### src/hdl/simt_pkg.sv
package simt_pkg;

    parameter int DATA_WIDTH = 32;
    parameter int NUM_LANES = 4;
    parameter int PROG_DEPTH = 64;

    typedef logic [DATA_WIDTH-1:0] data_t;
    typedef logic [4:0] reg_addr_t;
    typedef logic [5:0] pc_t;

    // major opcode, instruction bits 31:29
    typedef enum logic [2:0] {
        OPCODE_HALT = 3'd0,
        OPCODE_R    = 3'd1,
        OPCODE_I    = 3'd2,
        OPCODE_F    = 3'd3,
        OPCODE_M    = 3'd4,
        OPCODE_UP   = 3'd5,
        OPCODE_J    = 3'd6
    } opcode_e;

    typedef enum logic [4:0] {
        ADD, SUB, MUL, SLT, SLL, SEQ, SNEZ, MIN, ABS,
        ADDI, MULI, SLLI, JAL, BEQZ
    } alu_op_e;

    typedef enum logic [2:0] {
        WARP_IDLE,
        WARP_FETCH,
        WARP_DECODE,
        WARP_EXECUTE,
        WARP_WRITEBACK
    } warp_state_e;

    typedef enum logic {
        ALU_OUT,
        IMMEDIATE
    } reg_src_e;

    typedef struct packed {
        logic      reg_write;
        logic      branch;
        logic      jump;
        logic      halt;
        logic      illegal;
        logic      scalar;
        reg_src_e  reg_src;
        reg_addr_t rd;
        reg_addr_t rs1;
        reg_addr_t rs2;
        alu_op_e   alu_op;
        data_t     immediate;
    } decoded_instr_t;

    // no-op decode, also the reset value
    parameter decoded_instr_t DECODED_NOP = '{
        reg_write: 1'b0, branch: 1'b0, jump: 1'b0, halt: 1'b0,
        illegal: 1'b0, scalar: 1'b0, reg_src: ALU_OUT,
        rd: '0, rs1: '0, rs2: '0, alu_op: ADDI, immediate: '0
    };

    typedef struct packed {
        logic        psel;
        logic        penable;
        logic        pwrite;
        logic [11:0] paddr;
        data_t       pwdata;
    } apb_req_t;

    typedef struct packed {
        data_t prdata;
        logic  pready;
        logic  pslverr;
    } apb_rsp_t;

endpackage

### src/hdl/lane_register_file.sv
module lane_register_file #(
    parameter type payload_t = simt_pkg::data_t
) (
    input  logic                clk,
    input  logic                reset,
    input  logic                we,
    input  simt_pkg::reg_addr_t waddr,
    input  payload_t            wdata,
    input  simt_pkg::reg_addr_t raddr_a,
    input  simt_pkg::reg_addr_t raddr_b,
    input  simt_pkg::reg_addr_t raddr_dbg,
    output payload_t            rdata_a,
    output payload_t            rdata_b,
    output payload_t            rdata_dbg
);
    payload_t regs [32];

    always_ff @(posedge clk) begin
        if (reset) begin
            for (int i = 0; i < 32; i++) begin
                regs[i] <= '0;
            end
        end else if (we) begin
            regs[waddr] <= wdata;
        end
    end

    // combinational reads, operand ports and host readback
    assign rdata_a = regs[raddr_a];
    assign rdata_b = regs[raddr_b];
    assign rdata_dbg = regs[raddr_dbg];

endmodule

### config.mk
export PLATFORM = sky130hd
export DESIGN_NAME = lane_register_file
export DESIGN_NICKNAME = d
export VERILOG_FILES = /design/src/hdl/simt_pkg.sv /design/src/hdl/lane_register_file.sv
export SDC_FILE = /design/constraint.sdc
export NUM_CORES = 2
export LEC_CHECK = 0
export ABC_AREA = 1
export ABC_CLOCK_PERIOD_IN_PS = 2420
export BUFFER_PORTS_ARGS = -buffer_cell sky130_fd_sc_hd__buf_2
export CAP_MARGIN = 25
export CORE_MARGIN = 5
export CORE_UTILIZATION = 23
export CTS_CLUSTER_SIZE = 24
export DETAILED_ROUTE_END_ITERATION = 12
export PLACE_DENSITY = 0.46
export SETUP_SLACK_MARGIN = 0.02
export SLEW_MARGIN = 20
export SYNTH_ARGS = -nofsm -noshare
export SYNTH_HDL_FRONTEND = slang
export SYNTH_SLANG_ARGS = --single-unit
### constraint.sdc
create_clock -name clk -period 2.42 [get_ports clk]
set_input_delay 0.363 -clock clk [delete_from_list [all_inputs] [get_ports clk]]
set_output_delay 0.363 -clock clk [all_outputs]
set_load 0.02 [all_outputs]
==> flow_metrics.tcl <==
set metrics [dict create \
    run_status "finished with violations" \
    failed_checks "negative setup slack" \
    fin_area_mm2 0.08601 \
    grt_max_degree 60 \
    slowest_delay_ns 0.46 \
    crit_chain "buf_4 -> nand2_1 -> nand3_1 -> nand3_1 -> nand2_1 -> nand2_1 -> nand2_2 -> nand2_2 -> nand2_4 -> buf_6" \
    detail-route-antenna-nets 0 \
    tightestPinTransition_ns 0.8756 \
    synth.top_cells.by_area "edfxtp_1 46%, nand2_1 24%, nand3_1 17%" \
    setup_crit_end_kind "output port" \
    postSynthNetCount 9706 \
    top_register "regs" \
    routed_vias 75130 \
    final.hold.worst_slack_ns 0.1679 \
    die_width_um 550.8 \
    rows 198 \
    flow.area_growth_from_synthesis_pct 27.83 \
    critical_path.slowest_cell "edfxtp_1" \
    global_route_wire_length_before_repair_um 531200 \
    fillers 30910 \
    tritoncts.num_buffers 117 \
    period_minus_slack_ns 2.509 \
    clk_transition_reported_paths_ns 0.06 \
    dr.pass1.iters 9 \
    ys_types 13 \
    power.net_switching_mw 17.08 \
    ffs_latches_synth 1024 \
    clock_power_share 0.358 \
    netSwitchingFraction 0.3289 \
    detail_route.wl_per_cell_um 27.99 \
    share_comb_of_total_power 0.230 \
    syn-instance-count 9651 \
    biggest_registers_after_layout "regs: 1024 flops" \
    powerDensity_mw_per_mm2 603.6 \
    worstHoldPathType "primary input to flip-flop" \
    share_seq_of_total_power 0.412 \
    finalCritPeriodShare 1.037 \
    die-area_mm2 0.3034 \
    syn-cell-area_mm2 0.06728 \
    synth.largest_area_cell "edfxtp_1" \
    totalNegativeSetupSlack_ns -1.339 \
    number_of_antenna_violations_at_the_first_check_in_global_routing 10 \
    postSynthAreaPerCell_um2 6.971 \
    dp.cells 13530 \
    worst_slack_ns -0.08864 \
    finalWeightedCongestion 0.9069 \
    global_route.overflow_total 0 \
    design.portCount 151 \
    p_leak_nw 36.75 \
    cts.htree.levels 3 \
    cts.root.buffer_cell "clkbuf_16" \
    crit_fanout 3 \
    synth.top_cell.area_share 0.4570 \
    path_common_cell "nand2_1" \
    grt_usage 0.2421 \
    critPathKind "flip-flop to output port" \
    timing.critical_path.from_type "flip-flop" \
    drive_gt1_frac 0.1837 \
    largest_reg_flops 1024 \
    dp_hpwl_um 234600 \
    vias_per_cell 5.441 \
    worst-endpoint-arrival_ns 2.15 \
    dieHeight_um 550.8 \
    synth-seq-area-share 0.4570 \
    place_area_mm2 0.07788 \
    finish.utilization 0.2955 \
    required_ns 2.06 \
    cts.sink_count 1024 \
    start_util 0.2311 \
    final_max_slew_viol_count 0 \
    cts_max_path_buffers 3 \
    max_slew_margin 0.4162 \
    routed_wirelength_um 386500 \
    drtIter0Drc 11740 \
    core_mm2 0.2911 \
    ir_worst_vdd_uv 630.0 \
    final_cell_count_no_fill 13810 \
    portBuffers 150 \
    final_net_count 9870 \
    cts_tree "yes" \
    holdBufCountCts 0 \
    fmax_achieved_ghz 0.3986 \
    internal_power_mw 34.84 \
    synth_warnings 0 \
    max-cap-violations 0 \
    worst_path_dominant_cell_family "simple AND/OR/NAND/NOR gates" \
    remaining_drc_errors 0 \
    grt_pass1_vias 69990 \
    grt_setup_unrepaired "true" \
    path_buf_inv 2 \
    final_setup_violating_endpoints 37 \
    hold_violations 0 \
]
synth_stat cells:
library cell	instances
nor3_1	8
edfxtp_1	1024
nand3_1	2304
buf_1	75
buf_6	72
nor2_1	1024
inv_1	46
nand2_1	4385
buf_4	54
clkbuf_1	280
inv_2	7
nor3_4	4
buf_2	368
layer usage:
metal / up-vias / track usage / routed length (um)
met5: - / 0 / 14
li1: 31970 / - / -
met2: 5647 / 0.3729 / 168500
met3: 1213 / 0.04459 / 43460
met1: 36300 / 0.3165 / 147400
met4: 2 / 0.1437 / 27170
layout make-up:
class,instances,area [um^2],area share
Sequential cell,1024,30750,0.3575
Clock inverter,67,754.5,0.008772
Timing Repair Buffer,894,11360,0.1321
Inverter,53,285.3,0.003317
Clock buffer,142,3043,0.03538
Multi-Input combinational cell,7725,34920,0.4060
Antenna cell,4,10.01,0.0001164
Tap cell,3900,4880,0.05674
metrics by stage:
step,total power [mW],setup slack [ns]
3_3_place_gp,32.14,-0.1314
2_1_floorplan,26.81,0.04789
5_1_grt,53.50,-0.1865
4_1_cts,51.36,-0.1165
3_5_place_dp,32.17,-0.1041
6_report,51.91,-0.08864
worst paths after layout:
check,start,end,slack [ns],cells past startpoint
max,regs[30][18]$_SDFFCE_PN0P_,rdata_dbg[18],-0.09,10
min,wdata[14],regs[19][14]$_SDFFCE_PN0P_,0.17,4
power by group through the flow:
stage / registers, mW / clock network [mW] / logic [mW]
final: 21.4 / 18.6 / 11.9
after global routing: 21.4 / 19.5 / 12.6
after CTS: 21.3 / 18.8 / 11.2
after detailed placement: 21.7 / 0 / 10.5
after global placement: 21.7 / 0 / 10.5
after floorplan: 21.4 / 0 / 5.40
cells by family (layout without fill, tap and decap cells):
group	count (synthesis)	after routing	share of synthesized area
AND/OR/NAND/NOR	7725	7725	0.4747
other	0	4	0
buffers and inverters	902	1156	0.06822
flip-flops	1024	1024	0.4570
worst min-delay path, delay by kind of cell:
family	cells	cell delay [ns]
buf+inv	3	0.34
simple gates	1	0.14
placed cells by master (no fill, tap or decap), drive strengths merged:
master and count:
clkinv 46, clkbuf 150, nor2 1024, bufinv 13, diode 4, nor3 12
nand2 4385, clkinvlp 6, nand3 2304, buf 886, edfxtp 1024, inv 55
what timing repair did:
action                                  in CTS  in global routing
pin swaps                                  455                680
gates cloned                                 0                  8
gates resized for setup                    622                418
buffers inserted                            20                 47
endpoints found under the setup margin      96                 96
Power figures use the tool's default switching activity.
