`src/hdl/simt_pkg.sv`:
```
package simt_pkg;

    parameter int DATA_WIDTH = 32;
    parameter int NUM_LANES = 4;
    parameter int PROG_DEPTH = 64;

    typedef logic [DATA_WIDTH-1:0] data_t;
    typedef logic [4:0] reg_addr_t;
    typedef logic [5:0] pc_t;

    // major opcode, instruction bits 31:29
    typedef enum logic [2:0] {
        OPCODE_HALT = 3'd0,
        OPCODE_R    = 3'd1,
        OPCODE_I    = 3'd2,
        OPCODE_F    = 3'd3,
        OPCODE_M    = 3'd4,
        OPCODE_UP   = 3'd5,
        OPCODE_J    = 3'd6
    } opcode_e;

    typedef enum logic [4:0] {
        ADD, SUB, MUL, SLT, SLL, SEQ, SNEZ, MIN, ABS,
        ADDI, MULI, SLLI, JAL, BEQZ
    } alu_op_e;

    typedef enum logic [2:0] {
        WARP_IDLE,
        WARP_FETCH,
        WARP_DECODE,
        WARP_EXECUTE,
        WARP_WRITEBACK
    } warp_state_e;

    typedef enum logic {
        ALU_OUT,
        IMMEDIATE
    } reg_src_e;

    typedef struct packed {
        logic      reg_write;
        logic      branch;
        logic      jump;
        logic      halt;
        logic      illegal;
        logic      scalar;
        reg_src_e  reg_src;
        reg_addr_t rd;
        reg_addr_t rs1;
        reg_addr_t rs2;
        alu_op_e   alu_op;
        data_t     immediate;
    } decoded_instr_t;

    // no-op decode, also the reset value
    parameter decoded_instr_t DECODED_NOP = '{
        reg_write: 1'b0, branch: 1'b0, jump: 1'b0, halt: 1'b0,
        illegal: 1'b0, scalar: 1'b0, reg_src: ALU_OUT,
        rd: '0, rs1: '0, rs2: '0, alu_op: ADDI, immediate: '0
    };

    typedef struct packed {
        logic        psel;
        logic        penable;
        logic        pwrite;
        logic [11:0] paddr;
        data_t       pwdata;
    } apb_req_t;

    typedef struct packed {
        data_t prdata;
        logic  pready;
        logic  pslverr;
    } apb_rsp_t;

endpackage

```
`src/hdl/warp_controller.sv`:
```
module warp_controller (
    input  logic                     clk,
    input  logic                     reset,
    input  logic                     start,
    input  simt_pkg::decoded_instr_t decoded,
    input  simt_pkg::data_t          branch_operand,
    output simt_pkg::warp_state_e    warp_state,
    output simt_pkg::pc_t            pc,
    output logic                     busy,
    output logic                     halted,
    output logic                     scalar_we,
    output logic                     vector_we
);
    logic redirect;
    logic write_back;

    // jal always, beqz when scalar rs1 is zero
    assign redirect = decoded.jump || (decoded.branch && branch_operand == '0);

    // register 0 never written
    assign write_back = warp_state == simt_pkg::WARP_WRITEBACK && decoded.reg_write
                        && decoded.rd != '0;
    assign scalar_we = write_back && decoded.scalar;
    assign vector_we = write_back && !decoded.scalar;

    always_ff @(posedge clk) begin
        if (reset) begin
            warp_state <= simt_pkg::WARP_IDLE;
            pc <= '0;
            busy <= 1'b0;
            halted <= 1'b0;
        end else begin
            case (warp_state)
                simt_pkg::WARP_IDLE: begin
                    if (start) begin
                        warp_state <= simt_pkg::WARP_FETCH;
                        pc <= '0;
                        busy <= 1'b1;
                        halted <= 1'b0;
                    end
                end
                simt_pkg::WARP_FETCH: warp_state <= simt_pkg::WARP_DECODE;
                simt_pkg::WARP_DECODE: warp_state <= simt_pkg::WARP_EXECUTE;
                simt_pkg::WARP_EXECUTE: begin
                    if (decoded.halt) begin
                        warp_state <= simt_pkg::WARP_IDLE;
                        busy <= 1'b0;
                        halted <= 1'b1;
                    end else begin
                        warp_state <= simt_pkg::WARP_WRITEBACK;
                        // byte offset to word offset
                        if (redirect) begin
                            pc <= pc + simt_pkg::pc_t'(decoded.immediate[31:2]);
                        end
                    end
                end
                simt_pkg::WARP_WRITEBACK: begin
                    warp_state <= simt_pkg::WARP_FETCH;
                    if (!redirect) begin
                        pc <= pc + 1'b1;
                    end
                end
                default: warp_state <= simt_pkg::WARP_IDLE;
            endcase
        end
    end

    a_front_order: assert property (@(posedge clk) disable iff (reset)
        warp_state == simt_pkg::WARP_FETCH |=>
            warp_state == simt_pkg::WARP_DECODE ##1 warp_state == simt_pkg::WARP_EXECUTE);

    a_execute_exit: assert property (@(posedge clk) disable iff (reset)
        warp_state == simt_pkg::WARP_EXECUTE |=>
            warp_state == simt_pkg::WARP_WRITEBACK || (warp_state == simt_pkg::WARP_IDLE && halted));

endmodule

```
`config.mk`:
```
export PLATFORM = sky130hd
export DESIGN_NAME = warp_controller
export DESIGN_NICKNAME = d
export VERILOG_FILES = /design/src/hdl/simt_pkg.sv /design/src/hdl/warp_controller.sv
export SDC_FILE = /design/constraint.sdc
export NUM_CORES = 1
export LEC_CHECK = 0
export BUFFER_PORTS_ARGS = -buffer_cell sky130_fd_sc_hd__buf_4
export CORE_MARGIN = 4
export CORE_UTILIZATION = 35
export DETAILED_ROUTE_END_ITERATION = 12
export PLACE_DENSITY = 0.89
export SKIP_LAST_GASP = 1
export SYNTH_ARGS = -nofsm -noshare
export SYNTH_HDL_FRONTEND = slang
export SYNTH_SLANG_ARGS = --single-unit
```
`constraint.sdc`:
```
create_clock -name clk -period 6.35 [get_ports clk]
set_clock_uncertainty 0.15 [all_clocks]
set_input_delay 0.3175 -clock clk [delete_from_list [all_inputs] [get_ports clk]]
set_output_delay 0.3175 -clock clk [all_outputs]
set_load 0.05 [all_outputs]
```
==> impl_metrics.yaml <==
run_status:
  status: "completed"
cells_and_area:
  final_cell_count_no_fill: 189
  drive_above_1_share_pct: 44.1
  n_antenna_cell: 0
  syn_to_final_growth_pct: 59.9
  nets: 262
worst_setup_path:
  worst_path_max_delay_cell: "dfxtp_1"
  reg2reg_to: "pc[5]"
  path_cells: "nor2_1 > nand2_1 > and2_1 > ha_1 > a211oi_1 > o21bai_1 > a21oi_1 > xnor3_1 > a22oi_1 > a311oi_1"
  critPathLaunchType: "flop"
  rrSetupSlack_ps: 3480
  cp_slowest_stage_delay_ps: 420
  cp.required_ps: 6350
  crit_fanout: 10
  criticalPathCategory: "flop to flop"
  r2r_start: "warp_state[1]"
  cp-end-kind: "flop"
  r2r_cells: 10
  cp.arrival_ps: 2870
floorplan:
  start_util_pct: 37.9
  die_w_um: 57.6
  io_pins: 107
  rows: 17
  dieHeight_um: 57.6
  die_area_mm2: 0.00332
  core_area_mm2: 0.00228
clock_tree:
  clock-sinks: 11
  insertion_delay_ps: 290
  clkTransAtPathRegs_ps: 80
  clockBufferDepth: 2
  postCtsHoldBufs: 0
  ctsResizeCount: 0
  numCtsBuffers: 3
  cts_tree: "built"
  root_buffer: "clkbuf_4"
  cts_setup_buffers: 0
  htree_levels: 1
logic_synthesis:
  synth_area_per_cell_um2: 8.80
  synth_compound_area_share_pct: 23.8
  ys_types: 40
  synth_edf_count: 0
  ys.flop_type: "dfxtp_1"
  yosysWarningCount: 0
  synthArstFlopShare_pct: 0
  synth_area_um2: 862
  synth_top_family_by_area: "simple AND/OR/NAND/NOR gates"
  synth-seq-cells: 11
  synth_mux_area_share_pct: 3.77
  synthSimpleGateAreaFrac_pct: 27.1
  synthAdderAreaFrac_pct: 9.58
  syn_inst: 98
  ys_seq_area_share_pct: 25.5
  synthXorXnorAreaFrac_pct: 7.69
  synth_nets: 198
power_and_ir_drop:
  swShare_pct: 33.3
  p_leak_nw: 0.642
  p_seq_share_pct: 38.8
  power.density_mw_per_mm2: 147
  p_clk_share_pct: 25.8
  ir_drop_mv: 0.138
  p_int_w: 0.000135
  p_sw_w: 0.0000676
  combPwrFrac_pct: 35.4
drt:
  dr.first_iter.drc_count: 22
  drc: 0
  wl_mm: 2.83
  drtAntennaViolNets: 0
  dr.pass1.iters: 4
  wl_per_cell_um: 15.0
  routed_via_density: 5.48
  vias: 1036
min_path:
  min_to: "warp_state[2]"
  min-delay-start: "decoded[55]"
  whs_path_depth: 2
  hold_path.class: "input port to flop"
placement:
  dp_cells: 185
  hpwl_mm: 2.31
  port-buffer-count: 63
  place_congestion: 0.855
grt:
  track_usage_pct: 16.9
  grt_pass1_vias: 1048
  grt_start_max_net_pins: 12
  grt_pass1_wl_mm: 4.42
  overflow: 0
  antenna_found_initial: 0
timing:
  finalSetupViolCount: 0
  fin_crit_ps: 2870
  worst_pin_slew_ps: 388
  rsz0062_at_grt: "no"
  max_slew_margin_pct: 73.4
  finalCritPeriodShare_pct: 45.2
  hold_viol_final: 0
  fmax_mhz: 348
  slew_viol_final: 0
  setup_tns_ps: 0
flow_run:
  max-cap-violations: 0
[how the worst max path moves through the flow]
stage                     slack [ps]          start     to
after global placement          3660  warp_state[0]  pc[5]
after floorplan                 3570  warp_state[1]  pc[5]
after detailed placement        3510  warp_state[0]  pc[5]
after CTS                       3510  warp_state[0]  pc[5]
after global routing            3260  warp_state[0]  pc[5]
final                           3480  warp_state[1]  pc[5]
[sequential cells by signal, summed over array words and instances, names as in the netlist]
register,cells
busy,1
halted,1
pc,6
warp_state,3
[final cells by class]
class | instances | area (um2)
fill | 203 | 897
sequential | 11 | 220
tap | 28 | 35.0
timing repair buffer | 63 | 473
inverter | 1 | 3.75
multi-input combinational | 82 | 621
clock buffer | 4 | 26.3
[synthesized netlist by cell type, types with 2 or more instances]
library cell   n  area, um2
xnor2_1        4       35.0
o21ai_0        6       30.0
nor3_1         4       20.0
a21oi_1       11       55.1
dfxtp_1       11        220
ha_1           5       62.6
nor2_1         6       22.5
a211oi_1       2       15.0
nor4_1         5       31.3
buf_2          2       10.0
clkbuf_1       2       7.51
nand2_1        3       11.3
a21o_1         2       15.0
nand4_1        5       31.3
and2_1         5       31.3
[stage by stage]
step	hold slack, ps	setup slack [ps]	utilization, %	area [um2]	total power, W
after floorplan	247	3570	-	862	0.000118
after global placement	336	3660	59.4	1350	0.000150
after detailed placement	350	3510	59.4	1350	0.000152
after CTS	118	3510	60.6	1380	0.000203
after global routing	115	3260	60.6	1380	0.000213
final	115	3480	60.6	1380	0.000203
[worst max-delay path: cells and delay by family, from the launching register on]
family	cells	cell delay (ps)
xor+xnor	1	270
compound gates	5	910
flops	1	420
fa+ha+maj	1	290
simple gates	3	700
[cells in the final DEF, fill, tap and decap left out, types with 2 or more instances in the layout]
cell type,instances
o21ai_0,6
nor4_1,5
nor3_1,4
a21oi_1,11
and2_1,5
buf_4,63
dfxtp_1,11
ha_1,5
nand2_1,3
clkbuf_4,3
nand4_1,5
a211oi_1,2
nor2_1,6
a21o_1,2
xnor2_1,4
[per-layer routing]
metal / vias up / wire (um) / track usage, %
met5: - / 0 / 0
met4: 0 / 78 / 10.9
met3: 7 / 338 / 5.35
met2: 54 / 1330 / 30.2
met1: 470 / 1080 / 16.6
li1: 505 / - / -
[logic make-up (layout without fill, tap and decap cells)]
family,Yosys count,count (layout)
mux,2,2
fa+ha+maj,6,6
buf+inv,5,68
simple gates,39,39
flops,11,11
compound gates,29,29
xor+xnor,6,6
[power by group through the flow]
stage                     logic (W)  clock network [W]  registers (W)
after floorplan           0.0000293                  0      0.0000884
after global placement    0.0000698                  0      0.0000797
after detailed placement  0.0000719                  0      0.0000802
after CTS                 0.0000723          0.0000524      0.0000786
after global routing      0.0000772          0.0000565      0.0000794
final                     0.0000718          0.0000522      0.0000786
Note: power is estimated with default switching activity, not from simulation.
