$ cat src/hdl/simt_pkg.sv
package simt_pkg;

    parameter int DATA_WIDTH = 32;
    parameter int NUM_LANES = 4;
    parameter int PROG_DEPTH = 64;

    typedef logic [DATA_WIDTH-1:0] data_t;
    typedef logic [4:0] reg_addr_t;
    typedef logic [5:0] pc_t;

    // major opcode, instruction bits 31:29
    typedef enum logic [2:0] {
        OPCODE_HALT = 3'd0,
        OPCODE_R    = 3'd1,
        OPCODE_I    = 3'd2,
        OPCODE_F    = 3'd3,
        OPCODE_M    = 3'd4,
        OPCODE_UP   = 3'd5,
        OPCODE_J    = 3'd6
    } opcode_e;

    typedef enum logic [4:0] {
        ADD, SUB, MUL, SLT, SLL, SEQ, SNEZ, MIN, ABS,
        ADDI, MULI, SLLI, JAL, BEQZ
    } alu_op_e;

    typedef enum logic [2:0] {
        WARP_IDLE,
        WARP_FETCH,
        WARP_DECODE,
        WARP_EXECUTE,
        WARP_WRITEBACK
    } warp_state_e;

    typedef enum logic {
        ALU_OUT,
        IMMEDIATE
    } reg_src_e;

    typedef struct packed {
        logic      reg_write;
        logic      branch;
        logic      jump;
        logic      halt;
        logic      illegal;
        logic      scalar;
        reg_src_e  reg_src;
        reg_addr_t rd;
        reg_addr_t rs1;
        reg_addr_t rs2;
        alu_op_e   alu_op;
        data_t     immediate;
    } decoded_instr_t;

    // no-op decode, also the reset value
    parameter decoded_instr_t DECODED_NOP = '{
        reg_write: 1'b0, branch: 1'b0, jump: 1'b0, halt: 1'b0,
        illegal: 1'b0, scalar: 1'b0, reg_src: ALU_OUT,
        rd: '0, rs1: '0, rs2: '0, alu_op: ADDI, immediate: '0
    };

    typedef struct packed {
        logic        psel;
        logic        penable;
        logic        pwrite;
        logic [11:0] paddr;
        data_t       pwdata;
    } apb_req_t;

    typedef struct packed {
        data_t prdata;
        logic  pready;
        logic  pslverr;
    } apb_rsp_t;

endpackage

$ cat src/hdl/instr_decoder.sv
module instr_decoder (
    input  logic                     clk,
    input  logic                     reset,
    input  simt_pkg::warp_state_e    warp_state,
    input  simt_pkg::data_t          instruction,
    output simt_pkg::decoded_instr_t decoded
);
    simt_pkg::opcode_e opcode;
    logic [3:0] funct4;
    logic [2:0] funct3;
    logic [13:0] imm_i;
    logic [17:0] imm_b;
    logic [19:0] imm_u;
    logic [27:0] imm_j;
    simt_pkg::decoded_instr_t dec_next;

    assign opcode = simt_pkg::opcode_e'(instruction[31:29]);
    assign funct4 = instruction[13:10];
    assign funct3 = instruction[14:12];

    // immediate formats, branch and jump offsets are in bytes
    assign imm_i = instruction[27:14];
    assign imm_b = {instruction[28:19], instruction[13], instruction[4:0], 2'b00};
    assign imm_u = instruction[28:9];
    assign imm_j = {instruction[28:13], instruction[9:0], 2'b00};

    always_comb begin
        dec_next = simt_pkg::DECODED_NOP;
        case (opcode)
            simt_pkg::OPCODE_HALT: dec_next.halt = 1'b1;
            simt_pkg::OPCODE_R: begin
                dec_next.rd = instruction[4:0];
                dec_next.rs1 = instruction[9:5];
                dec_next.rs2 = instruction[18:14];
                dec_next.scalar = instruction[28];
                dec_next.reg_write = 1'b1;
                case (funct4)
                    4'b0000: dec_next.alu_op = simt_pkg::ADD;
                    4'b0001: dec_next.alu_op = simt_pkg::SUB;
                    4'b0010: dec_next.alu_op = simt_pkg::MUL;
                    4'b0100: dec_next.alu_op = simt_pkg::SLT;
                    4'b0101: dec_next.alu_op = simt_pkg::SLL;
                    4'b0110: dec_next.alu_op = simt_pkg::SEQ;
                    4'b0111: dec_next.alu_op = simt_pkg::SNEZ;
                    4'b1000: dec_next.alu_op = simt_pkg::MIN;
                    4'b1001: dec_next.alu_op = simt_pkg::ABS;
                    // div and unknown codes
                    default: begin
                        dec_next.reg_write = 1'b0;
                        dec_next.illegal = 1'b1;
                    end
                endcase
            end
            simt_pkg::OPCODE_I: begin
                dec_next.rd = instruction[4:0];
                dec_next.rs1 = instruction[9:5];
                dec_next.scalar = instruction[28];
                dec_next.immediate = simt_pkg::data_t'($signed(imm_i));
                dec_next.reg_write = 1'b1;
                case (funct4)
                    4'b0000: dec_next.alu_op = simt_pkg::ADDI;
                    4'b0010: dec_next.alu_op = simt_pkg::MULI;
                    4'b1010: dec_next.alu_op = simt_pkg::SLLI;
                    default: begin
                        dec_next.reg_write = 1'b0;
                        dec_next.illegal = 1'b1;
                    end
                endcase
            end
            simt_pkg::OPCODE_UP: begin
                // lui, scalar flag sits in bit 5 here
                dec_next.rd = instruction[4:0];
                dec_next.scalar = instruction[5];
                dec_next.immediate = {imm_u, 12'b0};
                dec_next.reg_src = simt_pkg::IMMEDIATE;
                dec_next.reg_write = 1'b1;
            end
            simt_pkg::OPCODE_J: begin
                dec_next.scalar = 1'b1;
                case (funct3)
                    3'b000: begin
                        dec_next.jump = 1'b1;
                        dec_next.alu_op = simt_pkg::JAL;
                        dec_next.immediate = simt_pkg::data_t'($signed(imm_j));
                    end
                    3'b001: begin
                        dec_next.branch = 1'b1;
                        dec_next.alu_op = simt_pkg::BEQZ;
                        dec_next.rs1 = instruction[9:5];
                        dec_next.rs2 = instruction[18:14];
                        dec_next.immediate = simt_pkg::data_t'($signed(imm_b));
                    end
                    default: dec_next.illegal = 1'b1;
                endcase
            end
            // floating point, loads/stores and spare opcode
            default: dec_next.illegal = 1'b1;
        endcase
    end

    always_ff @(posedge clk) begin
        if (reset) begin
            decoded <= simt_pkg::DECODED_NOP;
        end else if (warp_state == simt_pkg::WARP_DECODE) begin
            decoded <= dec_next;
        end
    end

endmodule

$ cat config.mk
export PLATFORM = sky130hd
export DESIGN_NAME = instr_decoder
export DESIGN_NICKNAME = d
export VERILOG_FILES = /design/src/hdl/simt_pkg.sv /design/src/hdl/instr_decoder.sv
export SDC_FILE = /design/constraint.sdc
export NUM_CORES = 1
export LEC_CHECK = 0
export BUFFER_PORTS_ARGS = -buffer_cell sky130_fd_sc_hd__buf_2
export CAP_MARGIN = 5
export CORE_MARGIN = 4
export CORE_UTILIZATION = 55
export CTS_BUF_LIST = sky130_fd_sc_hd__clkbuf_4 sky130_fd_sc_hd__clkbuf_8
export DETAILED_ROUTE_END_ITERATION = 8
export PLACE_DENSITY = 0.87
export SLEW_MARGIN = 20
export SYNTH_ARGS = -nofsm -noshare
export SYNTH_HDL_FRONTEND = slang
export SYNTH_SLANG_ARGS = --single-unit
$ cat constraint.sdc
create_clock -name clk -period 3.1 [get_ports clk]
set_clock_uncertainty 0.2 [all_clocks]
set_input_delay 0.62 -clock clk [delete_from_list [all_inputs] [get_ports clk]]
set_output_delay 0.62 -clock clk [all_outputs]
set_load 0.05 [all_outputs]
==> results.md, run 1 <==
* Hold_buf cts at 0
* Detailed-route DRC error count at 0
* Biggest register: decoded
* Die Span X at 78.2 um
* Diode count at 0
* Clk buf depth at 2
* Maximum clock frequency at between 0.4 and 0.5 GHz
* Reg2reg start: decoded[58]$_SDFFE_PP0N_
* Design area at 3340 um2
* Final period utilization at 0.680
* Ys Warns at 0
* Largest registers: decoded (58)
* Hold_ws at 0.246 ns
* Area Growth Syn to Fin at 23.2%
* Fill count at 411
* Routed Antenna Nets at 0
* DRT met1 WL at 3290 um
* Tmin final at 2.11 ns
* TritonCTS clock tree: yes
* First-pass GRT wire length at between 10000 and 15000 um
* Slew headroom at 0.321
* # IOs at 96
* Slew Viols, Final at 0
* Primary FF master, synth: dfxtp_1
* Syn nets at 346
* Core footprint at 4750 um2
* Critical path type: input port to register
* Post-CTS sizing at 0
* Critical Path Start: instruction[13]
* Number of global-route vias before repair at 2482
* Syn Area/Cell at 8.77 um2
* Largest net degree at the start of global routing at 31
* Synthesized instance count at 309
* Synth cell types at 58
* Clk Latency, worst-skew pair at around 0.34 ns
* Share of layout cells above drive strength 1 at 0.335
* Crit path max-delay family: simple AND/OR/NAND/NOR gates
* Worst Max-Slew Pin Slew at about 1 ns
* Met2 routed WL at 3620 um
* Placed Cells at 445
* Setup TNS at 0 ns
* Worst path arrival time at 2.16 ns
* Pwr dens at 502 nW/um2
* Via-per-instance ratio at 6.01
* Lkg Pwr at roughly 1.4 nW
* Die Area at 6110 um2
* Cell Area, Synth at 2710 um2
* Met3 wire length at ~800 um
* RSZ-0062 raised after global routing: false
* #FFs+latches synth at 58
* Final nets at between 400 and 500
* Final Hold Vio Count at 0
* Starting Density at 0.570
* Initial antenna violation count at 0
* Hold WC Path Type: register to register
* Clock sinks at 58
* Critical Path, Cell by Cell: buf_2, nor4b_1, and2_1, a22oi_1, o21ai_0
* EDFF count, synth at 0
* Placed Area at about 3100 um2
* Die height at ~78 um
* Routed len/inst at 16.9 um
* CP bufs+invs at 1
* Drt total wl at 7800 um
* CTS Buf Count at 9
* Via count at between 2000 and 3000
* Setup Fix Bufs, Post-CTS at 0
* Max reg flops at 58
* Grt ovf at 0
* Reg clk slew, reported paths at approximately 0.06 ns
* CTS root buf: clkbuf_8
* Hold_sp: decoded[27]$_SDFFE_PP0N_
* Max-Cap Viols at 0
* Status: finished clean
* # rows at 25
* Max layer used: met4
* Pre-antenna DRT Iters at 7
* H-tree depth at 3
* Final Util at 0.702
* GRT Overall Usage at 0.254
* Post-synth ARST share at 0
* Worst EP required at 3.15 ns
* CP max FO at 14
* GPL Wtd Cong at 0.843
* Final HPWL DP at 5570 um
* Initial DRC Count at 379
* VDD IR max at 0.330 mV
* Port buffer count at 94
* Number of setup violations in the final report at 0
* Crit path launch type: input port
* Sequential share of the synthesized area at 0.429
* Crit-path max cell delay at 0.51 ns
* Crit end category: register
* Fin cells at 461
* Slowest-stage cell, CP: nor4b_1
==> synthesized netlist by cell type, types with 5 or more instances <==
| cell type | instances | area share |
|---|---|---|
| nor2_1 | 13 | 0.018 |
| buf_4 | 5 | 0.014 |
| buf_2 | 7 | 0.013 |
| inv_1 | 5 | 0.0069 |
| o21ai_1 | 11 | 0.020 |
| nand3_1 | 8 | 0.015 |
| a222oi_1 | 5 | 0.018 |
| a221oi_1 | 12 | 0.039 |
| clkbuf_1 | 13 | 0.018 |
| nand2_1 | 46 | 0.064 |
| dfxtp_1 | 58 | 0.43 |
| a22oi_1 | 11 | 0.030 |
| a21oi_1 | 18 | 0.033 |
| a22o_1 | 5 | 0.016 |
| o21ai_0 | 28 | 0.052 |
==> cell families after synthesis <==
logic type                count (synthesis)  synth area share
AOI/OAI and AO/OA                       118             0.308
and+or+nand+nor                          95             0.183
xor gates and xnor gates                  2           0.00647
buffers and inverters                    34            0.0684
muxes                                     1           0.00416
DFF                                      58             0.429
other                                     1           0.00138
==> layer usage <==
layer | vias to the layer above | track usage
met1 | 1291 | 0.342
met2 | 161 | 0.397
met5 | - | 0
met4 | 0 | 0.0682
li1 | 1306 | -
met3 | 14 | 0.0780
==> report_power, final <==
group / leakage (nW) / internal, W / switching, W
Clock: 0.102 / 0.000422 / 0.000297
Sequential: 0.468 / 0.000753 / 0.00000408
Combinational: 0.827 / 0.0000629 / 0.000138
Total: 1.40 / 0.00124 / 0.000438
==> worst register-to-register path: stages (launching register included) <==
cell and delay (ns):
dfxtp_1 0.32, o21ai_0 0.18, a31oi_1 0.06
==> final timing paths <==
check                        endpoint  slack (ns)  cells after the start
max           decoded[2]$_SDFFE_PP0N_        0.99                      5
min          decoded[27]$_SDFFE_PP0N_        0.25                      2
max reg2reg  decoded[58]$_SDFFE_PP0N_        2.22                      2
min reg2reg  decoded[27]$_SDFFE_PP0N_        0.25                      2
==> through the flow <==
| step | setup slack [ns] | total power, W |
|---|---|---|
| after floorplan | 1.10 | 0.000907 |
| after global placement | 0.755 | 0.000966 |
| after detailed placement | 0.666 | 0.000970 |
| after CTS | 1.02 | 0.00168 |
| after global routing | 0.821 | 0.00174 |
| final | 0.992 | 0.00168 |
==> layout make-up <==
cell class / count / area [um2] / area share
Clock buffer: 12 / 159 / 0.0476
Clock inverter: 4 / 50.0 / 0.0150
Inverter: 5 / 18.8 / 0.00562
Multi-Input combinational cell: 217 / 1370 / 0.409
Sequential cell: 58 / 1160 / 0.348
Tap cell: 67 / 83.8 / 0.0251
Timing Repair Buffer: 98 / 500 / 0.150
==> layout by cell type, fill, tap and decap left out, types with 2 or more instances in the layout <==
cell        synthesis  final
or3b_2              2      2
a22o_1              5      5
o211ai_1            2      2
nand3_1             8      8
or4b_4              2      2
inv_1               5      5
and3_1              2      2
buf_2               7     94
dfxtp_1            58     58
o21ai_1            11     11
nor3_1              2      2
o21ai_0            28     28
o22ai_1             2      2
clkbuf_8            0     11
buf_4               5      4
nor2_1             13     12
and2_1              2      2
a221oi_1           12     12
nor2b_1             4      4
a31oi_1             3      3
a21oi_1            18     18
or3_1               2      2
clkinvlp_4          0      2
a2bb2oi_1           4      4
a22oi_1            11     11
nand2_1            46     46
nor3b_2             3      3
a222oi_1            5      5
(Power assumes the default switching activity.)
==> run 2: changes to the inputs <==
--- a/config.mk
+++ b/config.mk
@@ -8,10 +8,10 @@
 export BUFFER_PORTS_ARGS = -buffer_cell sky130_fd_sc_hd__buf_2
 export CAP_MARGIN = 5
 export CORE_MARGIN = 4
-export CORE_UTILIZATION = 55
+export CORE_UTILIZATION = 51
 export CTS_BUF_LIST = sky130_fd_sc_hd__clkbuf_4 sky130_fd_sc_hd__clkbuf_8
 export DETAILED_ROUTE_END_ITERATION = 8
-export PLACE_DENSITY = 0.87
+export PLACE_DENSITY = 0.82
 export SLEW_MARGIN = 20
 export SYNTH_ARGS = -nofsm -noshare
 export SYNTH_HDL_FRONTEND = slang
==> constraint.sdc (replaced) <==
create_clock -name clk -period 2 [get_ports clk]
set_clock_uncertainty 0.2 [all_clocks]
set_input_delay 0.4 -clock clk [delete_from_list [all_inputs] [get_ports clk]]
set_output_delay 0.4 -clock clk [all_outputs]
set_load 0.05 [all_outputs]
==> run 2 against run 1 <==
Against the previous run:
- core utilization down 2.6 points
- critical endpoint is now decoded[3]$_SDFFE_PP0N_
- final cell count is 4.6% higher
- count of clock-buffer cells in the layout shrank 2
- largest cell class unchanged
==> results.md, run 2 (same netlist as run 1, synthesis figures left out) <==
* TritonCTS clock tree: yes (unchanged)
* CTS Buf Count at 9 (unchanged)
* Worst Max-Slew Pin Slew at 0.683 ns (was 1.01 ns)
* Max-Cap Viols at 0 (unchanged)
* Starting Density at 0.527 (was 0.570)
* Reg clk slew, reported paths at 0.07 ns (was 0.06 ns)
* Post-CTS sizing at 0 (unchanged)
* Die Span X at 80.9 um (was 78.2 um)
* GPL Wtd Cong at 0.911 (was 0.843)
* Final Util at 0.676 (was 0.702)
* Slew Viols, Final at 0 (unchanged)
* Hold WC Path Type: input port to register (was register to register)
* # rows at 26 (was 25)
* Port buffer count at 94 (unchanged)
* Die height at 80.9 um (was 78.2 um)
* Commonest cells after routing, fill and taps aside: buf_2 (94), dfxtp_1 (58), nand2_1 (46), o21ai_0 (28), buf_4 (20) (was buf_2 (94), dfxtp_1 (58), nand2_1 (46), o21ai_0 (28), a21oi_1 (18))
* H-tree depth at 3 (unchanged)
* Routed Antenna Nets at 0 (unchanged)
* Die Area at 6540 um2 (was 6110 um2)
* Via count at 2805 (was 2772)
* RSZ-0062 raised after global routing: false (unchanged)
* Area Growth Syn to Fin at 28.4% (was 23.2%)
* Routed len/inst at 16.4 um (was 16.9 um)
* Grt ovf at 0 (unchanged)
* Initial DRC Count at 378 (was 379)
* Tmin final at ~1.7 ns
* Hold_buf cts at 0 (unchanged)
* Via-per-instance ratio at 5.82 (was 6.01)
* GRT Overall Usage at 0.241 (was 0.254)
* Pre-antenna DRT Iters at 7 (unchanged)
* Clk buf depth at 2 (unchanged)
* Status: finished clean (unchanged)
* Commonest non-fill, non-tap cell in the layout: buf_2 (unchanged)
* Final period utilization at 0.829
* Number of setup violations in the final report at 0 (unchanged)
* Critical path type: input port to register (unchanged)
* Lkg Pwr at 1.48 nW (was 1.40 nW)
* CP bufs+invs at 2 (was 1)
* Largest net degree at the start of global routing at 32 (was 31)
* Share of layout cells above drive strength 1 at 0.364 (was 0.335)
* Core footprint at 5140 um2 (was 4750 um2)
* Diode count at 0 (unchanged)
* Max reg flops at 58 (unchanged)
* Crit-path max cell delay at 0.34 ns (was 0.51 ns)
* Hold_ws at 0.0854 ns (was 0.246 ns)
* # IOs at 96 (unchanged)
* Slowest-stage cell, CP: nor4b_1 (unchanged)
* Final HPWL DP at 5750 um (was 5570 um)
* Biggest register: decoded (unchanged)
* VDD IR max at 0.479 mV (was 0.330 mV)
* Largest registers: decoded (58) (unchanged)
* Final nets at 444 (was 426)
* Clock sinks at 58 (unchanged)
* Initial antenna violation count at 0 (unchanged)
* Crit path launch type: input port (unchanged)
* Pwr dens at 714 nW/um2 (was 502 nW/um2)
* Critical Path, Cell by Cell: buf_2, nor4b_1, and2_1, buf_4, a22oi_1, o21ai_0 (was buf_2, nor4b_1, and2_1, a22oi_1, o21ai_0)
* First-pass GRT wire length at 12200 um (was 12300 um)
* R2R setup slack at 1.13 ns (was 2.22 ns)
* Worst EP required at 2.07 ns (was 3.15 ns)
* Clk Latency, worst-skew pair at 0.34 ns (about the same)
* Final Hold Vio Count at 0 (unchanged)
* Number of global-route vias before repair at 2542 (was 2482)
* Drt total wl at 7890 um (was 7800 um)
* Crit end category: register (unchanged)
* Worst path arrival time at 1.73 ns (was 2.16 ns)
* CTS root buf: clkbuf_8 (unchanged)
* Maximum clock frequency at 0.603 GHz
* Slew headroom at 0.543 (was 0.321)
* Crit path max-delay family: simple AND/OR/NAND/NOR gates (unchanged)
* Setup Fix Bufs, Post-CTS at 0 (unchanged)
* Detailed-route DRC error count at 0 (unchanged)
* CP max FO at 16 (was 14)
-- run 2: worst paths after layout --
kind	cells past startpoint	start	endpoint
setup / recovery	6	instruction[30]	decoded[3]$_SDFFE_PP0N_
hold / removal	2	instruction[7]	decoded[44]$_SDFFE_PP0N_
setup reg to reg	2	decoded[32]$_SDFFE_PP1N_	decoded[32]$_SDFFE_PP1N_
hold reg to reg	2	decoded[12]$_SDFFE_PP0N_	decoded[12]$_SDFFE_PP0N_
-- run 2: report_power, final --
| group | internal, W | total [W] | switching, W |
|---|---|---|---|
| registers | 0.00117 | 0.00117 | 0.00000623 |
| clock network | 0.000482 | 0.000977 | 0.000495 |
| logic | 0.000117 | 0.000332 | 0.000216 |
-- run 2: worst reg2reg max path, delay by kind of cell, from the launching register on --
family	cells	cell delay, ns
flip-flops	1	0.31
AND/OR/NAND/NOR	1	0.18
AO/OA/AOI/OAI	1	0.06
-- run 2: cell type report --
type / count / area (um2)
Timing Repair Buffer: 116 / 661
Fill cell: 450 / 1660
Tap cell: 70 / 87.6
Inverter: 5 / 18.8
Clock buffer: 10 / 138
Sequential cell: 58 / 1160
Multi-Input combinational cell: 217 / 1370
Clock inverter: 6 / 41.3
-- run 2: metrics by stage --
step | power [W] | setup WS, ns | setup TNS [ns] | cells | instance area [um2]
2_1_floorplan | 0.00141 | 0.219 | 0 | 309 | 2710
3_3_place_gp | 0.00152 | -0.200 | -1.71 | 466 | 3290
3_5_place_dp | 0.00152 | -0.221 | -2.17 | 466 | 3290
4_1_cts | 0.00248 | 0.113 | 0 | 482 | 3470
5_1_grt | 0.00258 | 0.286 | 0 | 482 | 3480
6_report | 0.00248 | 0.343 | 0 | 482 | 3480
-- run 2: per-layer routing --
metal	up-vias	share of wire	track usage
li1	1338	-	-
met1	1323	0.43	0.326
met2	129	0.46	0.365
met3	15	0.093	0.0621
met4	0	0.015	0.101
met5	-	0	0
==> run 3: changes to the inputs <==
--- a/config.mk
+++ b/config.mk
@@ -8,10 +8,10 @@
 export BUFFER_PORTS_ARGS = -buffer_cell sky130_fd_sc_hd__buf_2
 export CAP_MARGIN = 5
 export CORE_MARGIN = 4
-export CORE_UTILIZATION = 51
+export CORE_UTILIZATION = 46
 export CTS_BUF_LIST = sky130_fd_sc_hd__clkbuf_4 sky130_fd_sc_hd__clkbuf_8
 export DETAILED_ROUTE_END_ITERATION = 8
-export PLACE_DENSITY = 0.82
+export PLACE_DENSITY = 0.78
 export SLEW_MARGIN = 20
 export SYNTH_ARGS = -nofsm -noshare
 export SYNTH_HDL_FRONTEND = slang
==> constraint.sdc (replaced) <==
create_clock -name clk -period 1.4 [get_ports clk]
set_clock_uncertainty 0.2 [all_clocks]
set_input_delay 0.28 -clock clk [delete_from_list [all_inputs] [get_ports clk]]
set_output_delay 0.28 -clock clk [all_outputs]
set_load 0.05 [all_outputs]
==> run 3 against run 2 <==
Against the previous run:
- the flow now finishes with violations (negative setup slack)
- worst hold slack worse by 0.076 ns
- sequential share of layout area fell by 7.3 points
- count of clock-buffer cells in the layout up 2
- critical path depth increased by 2
- sequential cell count did not move
- worst setup slack got worse by 0.38 ns
- non-clock buffer count is 55 higher
- design area is 28% higher
- largest cell class unchanged
- highest routed layer unchanged
==> results.md, run 3 (same netlist as run 1, synthesis figures left out) <==
* Failing checks: negative setup slack
* Number of global-route vias before repair at 3177 (was 2542)
* Port buffer count at 94 (unchanged)
* Hold WC Path Type: input port to register (unchanged)
* Routed Antenna Nets at 0 (unchanged)
* Final Util at 0.796 (was 0.676)
* Routed len/inst at 20.1 um (was 16.4 um)
* Clock sinks at 58 (unchanged)
* Commonest non-fill, non-tap cell in the layout: buf_4 (was buf_2)
* Initial antenna violation count at 0 (unchanged)
* Largest registers: decoded (58) (unchanged)
* Max-Cap Viols at 0 (unchanged)
* Final HPWL DP at 6800 um (was 5750 um)
* Slew Viols, Final at 0 (unchanged)
* RSZ-0062 raised after global routing: true (was false)
* GRT Overall Usage at 0.271 (was 0.241)
* GPL Wtd Cong at 0.866 (was 0.911)
* Diode count at 0 (unchanged)
* Worst Max-Slew Pin Slew at 0.591 ns (was 0.683 ns)
* PnR worst setup slack at -0.0354 ns (was 0.343 ns)
* Max reg flops at 58 (unchanged)
* R2R depth at 2 (unchanged)
* Status: finished, violations left (was finished clean)
* Drt total wl at 10800 um (was 7890 um)
* Design area at 4460 um2 (was 3480 um2)
* Via-per-instance ratio at 6.02 (was 5.82)
* # rows at 27 (was 26)
* Grt ovf at 0 (unchanged)
* TritonCTS clock tree: yes (unchanged)
* Crit end category: register (unchanged)
* Tmin final at 1.44 ns
* VDD IR max at 0.900 mV (was 0.479 mV)
* Final period utilization at 1.03
* Lkg Pwr at 1.87 nW (was 1.48 nW)
* Crit path launch type: input port (unchanged)
* Pwr dens at 940 nW/um2 (was 714 nW/um2)
* Slew headroom at 0.606 (was 0.543)
* Pre-CTS setup slack at -0.402 ns (was -0.221 ns)
* Clk buf depth at 2 (unchanged)
* CTS Buf Count at 9 (unchanged)
* Number of setup violations in the final report at 13 (was 0)
* Reg clk slew, reported paths at 0.07 ns (about the same)
* Core footprint at 5610 um2 (was 5140 um2)
* Starting Density at 0.483 (was 0.527)
* Via count at 3247 (was 2805)
* Largest net degree at the start of global routing at 19 (was 32)
* Final nets at 499 (was 444)
* Hold_ws at 0.00942 ns (was 0.0854 ns)
* # IOs at 96 (unchanged)
* CP max FO at 12 (was 16)
* Die Area at 7180 um2 (was 6540 um2)
* Die height at 84.7 um (was 80.9 um)
* Die Span X at 84.7 um (was 80.9 um)
* First-pass GRT wire length at 15500 um (was 12200 um)
* Placed Area at 3810 um2 (was 3290 um2)
* PnR Total Power at 0.00420 W (was 0.00248 W)
* Fill count at 334 (was 450)
* Worst Hold Depth at 2 (unchanged)
* Clk Latency, worst-skew pair at 0.34 ns (about the same)
* Area Growth Syn to Fin at 64.8% (was 28.4%)
* Initial DRC Count at 470 (was 378)
* Share of layout cells above drive strength 1 at 0.490 (was 0.364)
* Biggest register: decoded (unchanged)
* Pre-antenna DRT Iters at 7 (unchanged)
* H-tree depth at 3 (unchanged)
* Worst EP required at 1.47 ns (was 2.07 ns)
* Critical path type: input port to register (unchanged)
* Final Hold Vio Count at 0 (unchanged)
* CTS root buf: clkbuf_8 (unchanged)
* Worst path arrival time at 1.51 ns (was 1.73 ns)
* Detailed-route DRC error count at 0 (unchanged)
* Commonest cells after routing, fill and taps aside: buf_4 (100), dfxtp_1 (54), nand2_1 (46), buf_2 (31), o21ai_1 (28) (was buf_2 (94), dfxtp_1 (58), nand2_1 (46), o21ai_0 (28), buf_4 (20))
* Maximum clock frequency at 0.697 GHz
run 3: changes by cell type in the layout (fill, tap and decap cells not counted), sizes merged:
cell	before	now
buf	116	165
clkinvlp	3	0
inv	6	5
bufinv	0	2
dlygate4sd3	0	5
clkbuf	10	13
run 3: stage by stage:
stage | setup TNS [ns] | cells
after floorplan | -3.76 | 309
after global placement | -16.12 | 511
after detailed placement | -17.32 | 511
after CTS | 0 | 534
after global routing | -1.31 | 539
final | -0.172 | 539
run 3: critical path: stages:
cell	delay, ns
buf_6	0.11
buf_6	0.11
buf_4	0.14
nor2b_1	0.18
o211ai_1	0.15
buf_4	0.22
buf_12	0.15
o21ai_1	0.15
run 3: final timing paths:
path                            start                  endpoint  slack (ns)
max                   instruction[29]  decoded[25]$_SDFFE_PP0N_       -0.04
min                    instruction[9]  decoded[46]$_SDFFE_PP0N_       0.009
max reg2reg  decoded[53]$_SDFFE_PP0N_  decoded[53]$_SDFFE_PP0N_        0.42
min reg2reg  decoded[29]$_SDFFE_PP0N_  decoded[29]$_SDFFE_PP0N_        0.25
run 3: cell type report:
class	instances	area, um2	area share
multi-input combinational	217	1550	0.348
tap	72	90.1	0.0202
timing repair buffer	171	1400	0.314
inverter	5	18.8	0.00420
sequential	58	1170	0.261
clock inverter	4	73.8	0.0165
clock buffer	12	159	0.0356
run 3: timing repair:
item / 4_1_cts / 5_1_grt
gates resized for setup: 72 / 44
pin swaps: 4 / 10
hold endpoints to repair: 5 / 0
setup endpoints to repair: 66 / 52
hold buffers: 5 / 0
setup buffers: 2 / 5
run 3: power breakdown:
group	switching, W	internal (W)	total, W
clock	0.000691	0.00112	0.00181
sequential	0.0000128	0.00167	0.00168
combinational	0.000394	0.000313	0.000706
total	0.00110	0.00310	0.00420
run 3: metal layers:
metal,global-route usage,vias to the layer above,part of all wire
met1,0.323,1551,0.38
met3,0.0579,47,0.093
met2,0.472,199,0.49
met5,0,-,0
met4,0.106,0,0.034
li1,-,1450,-
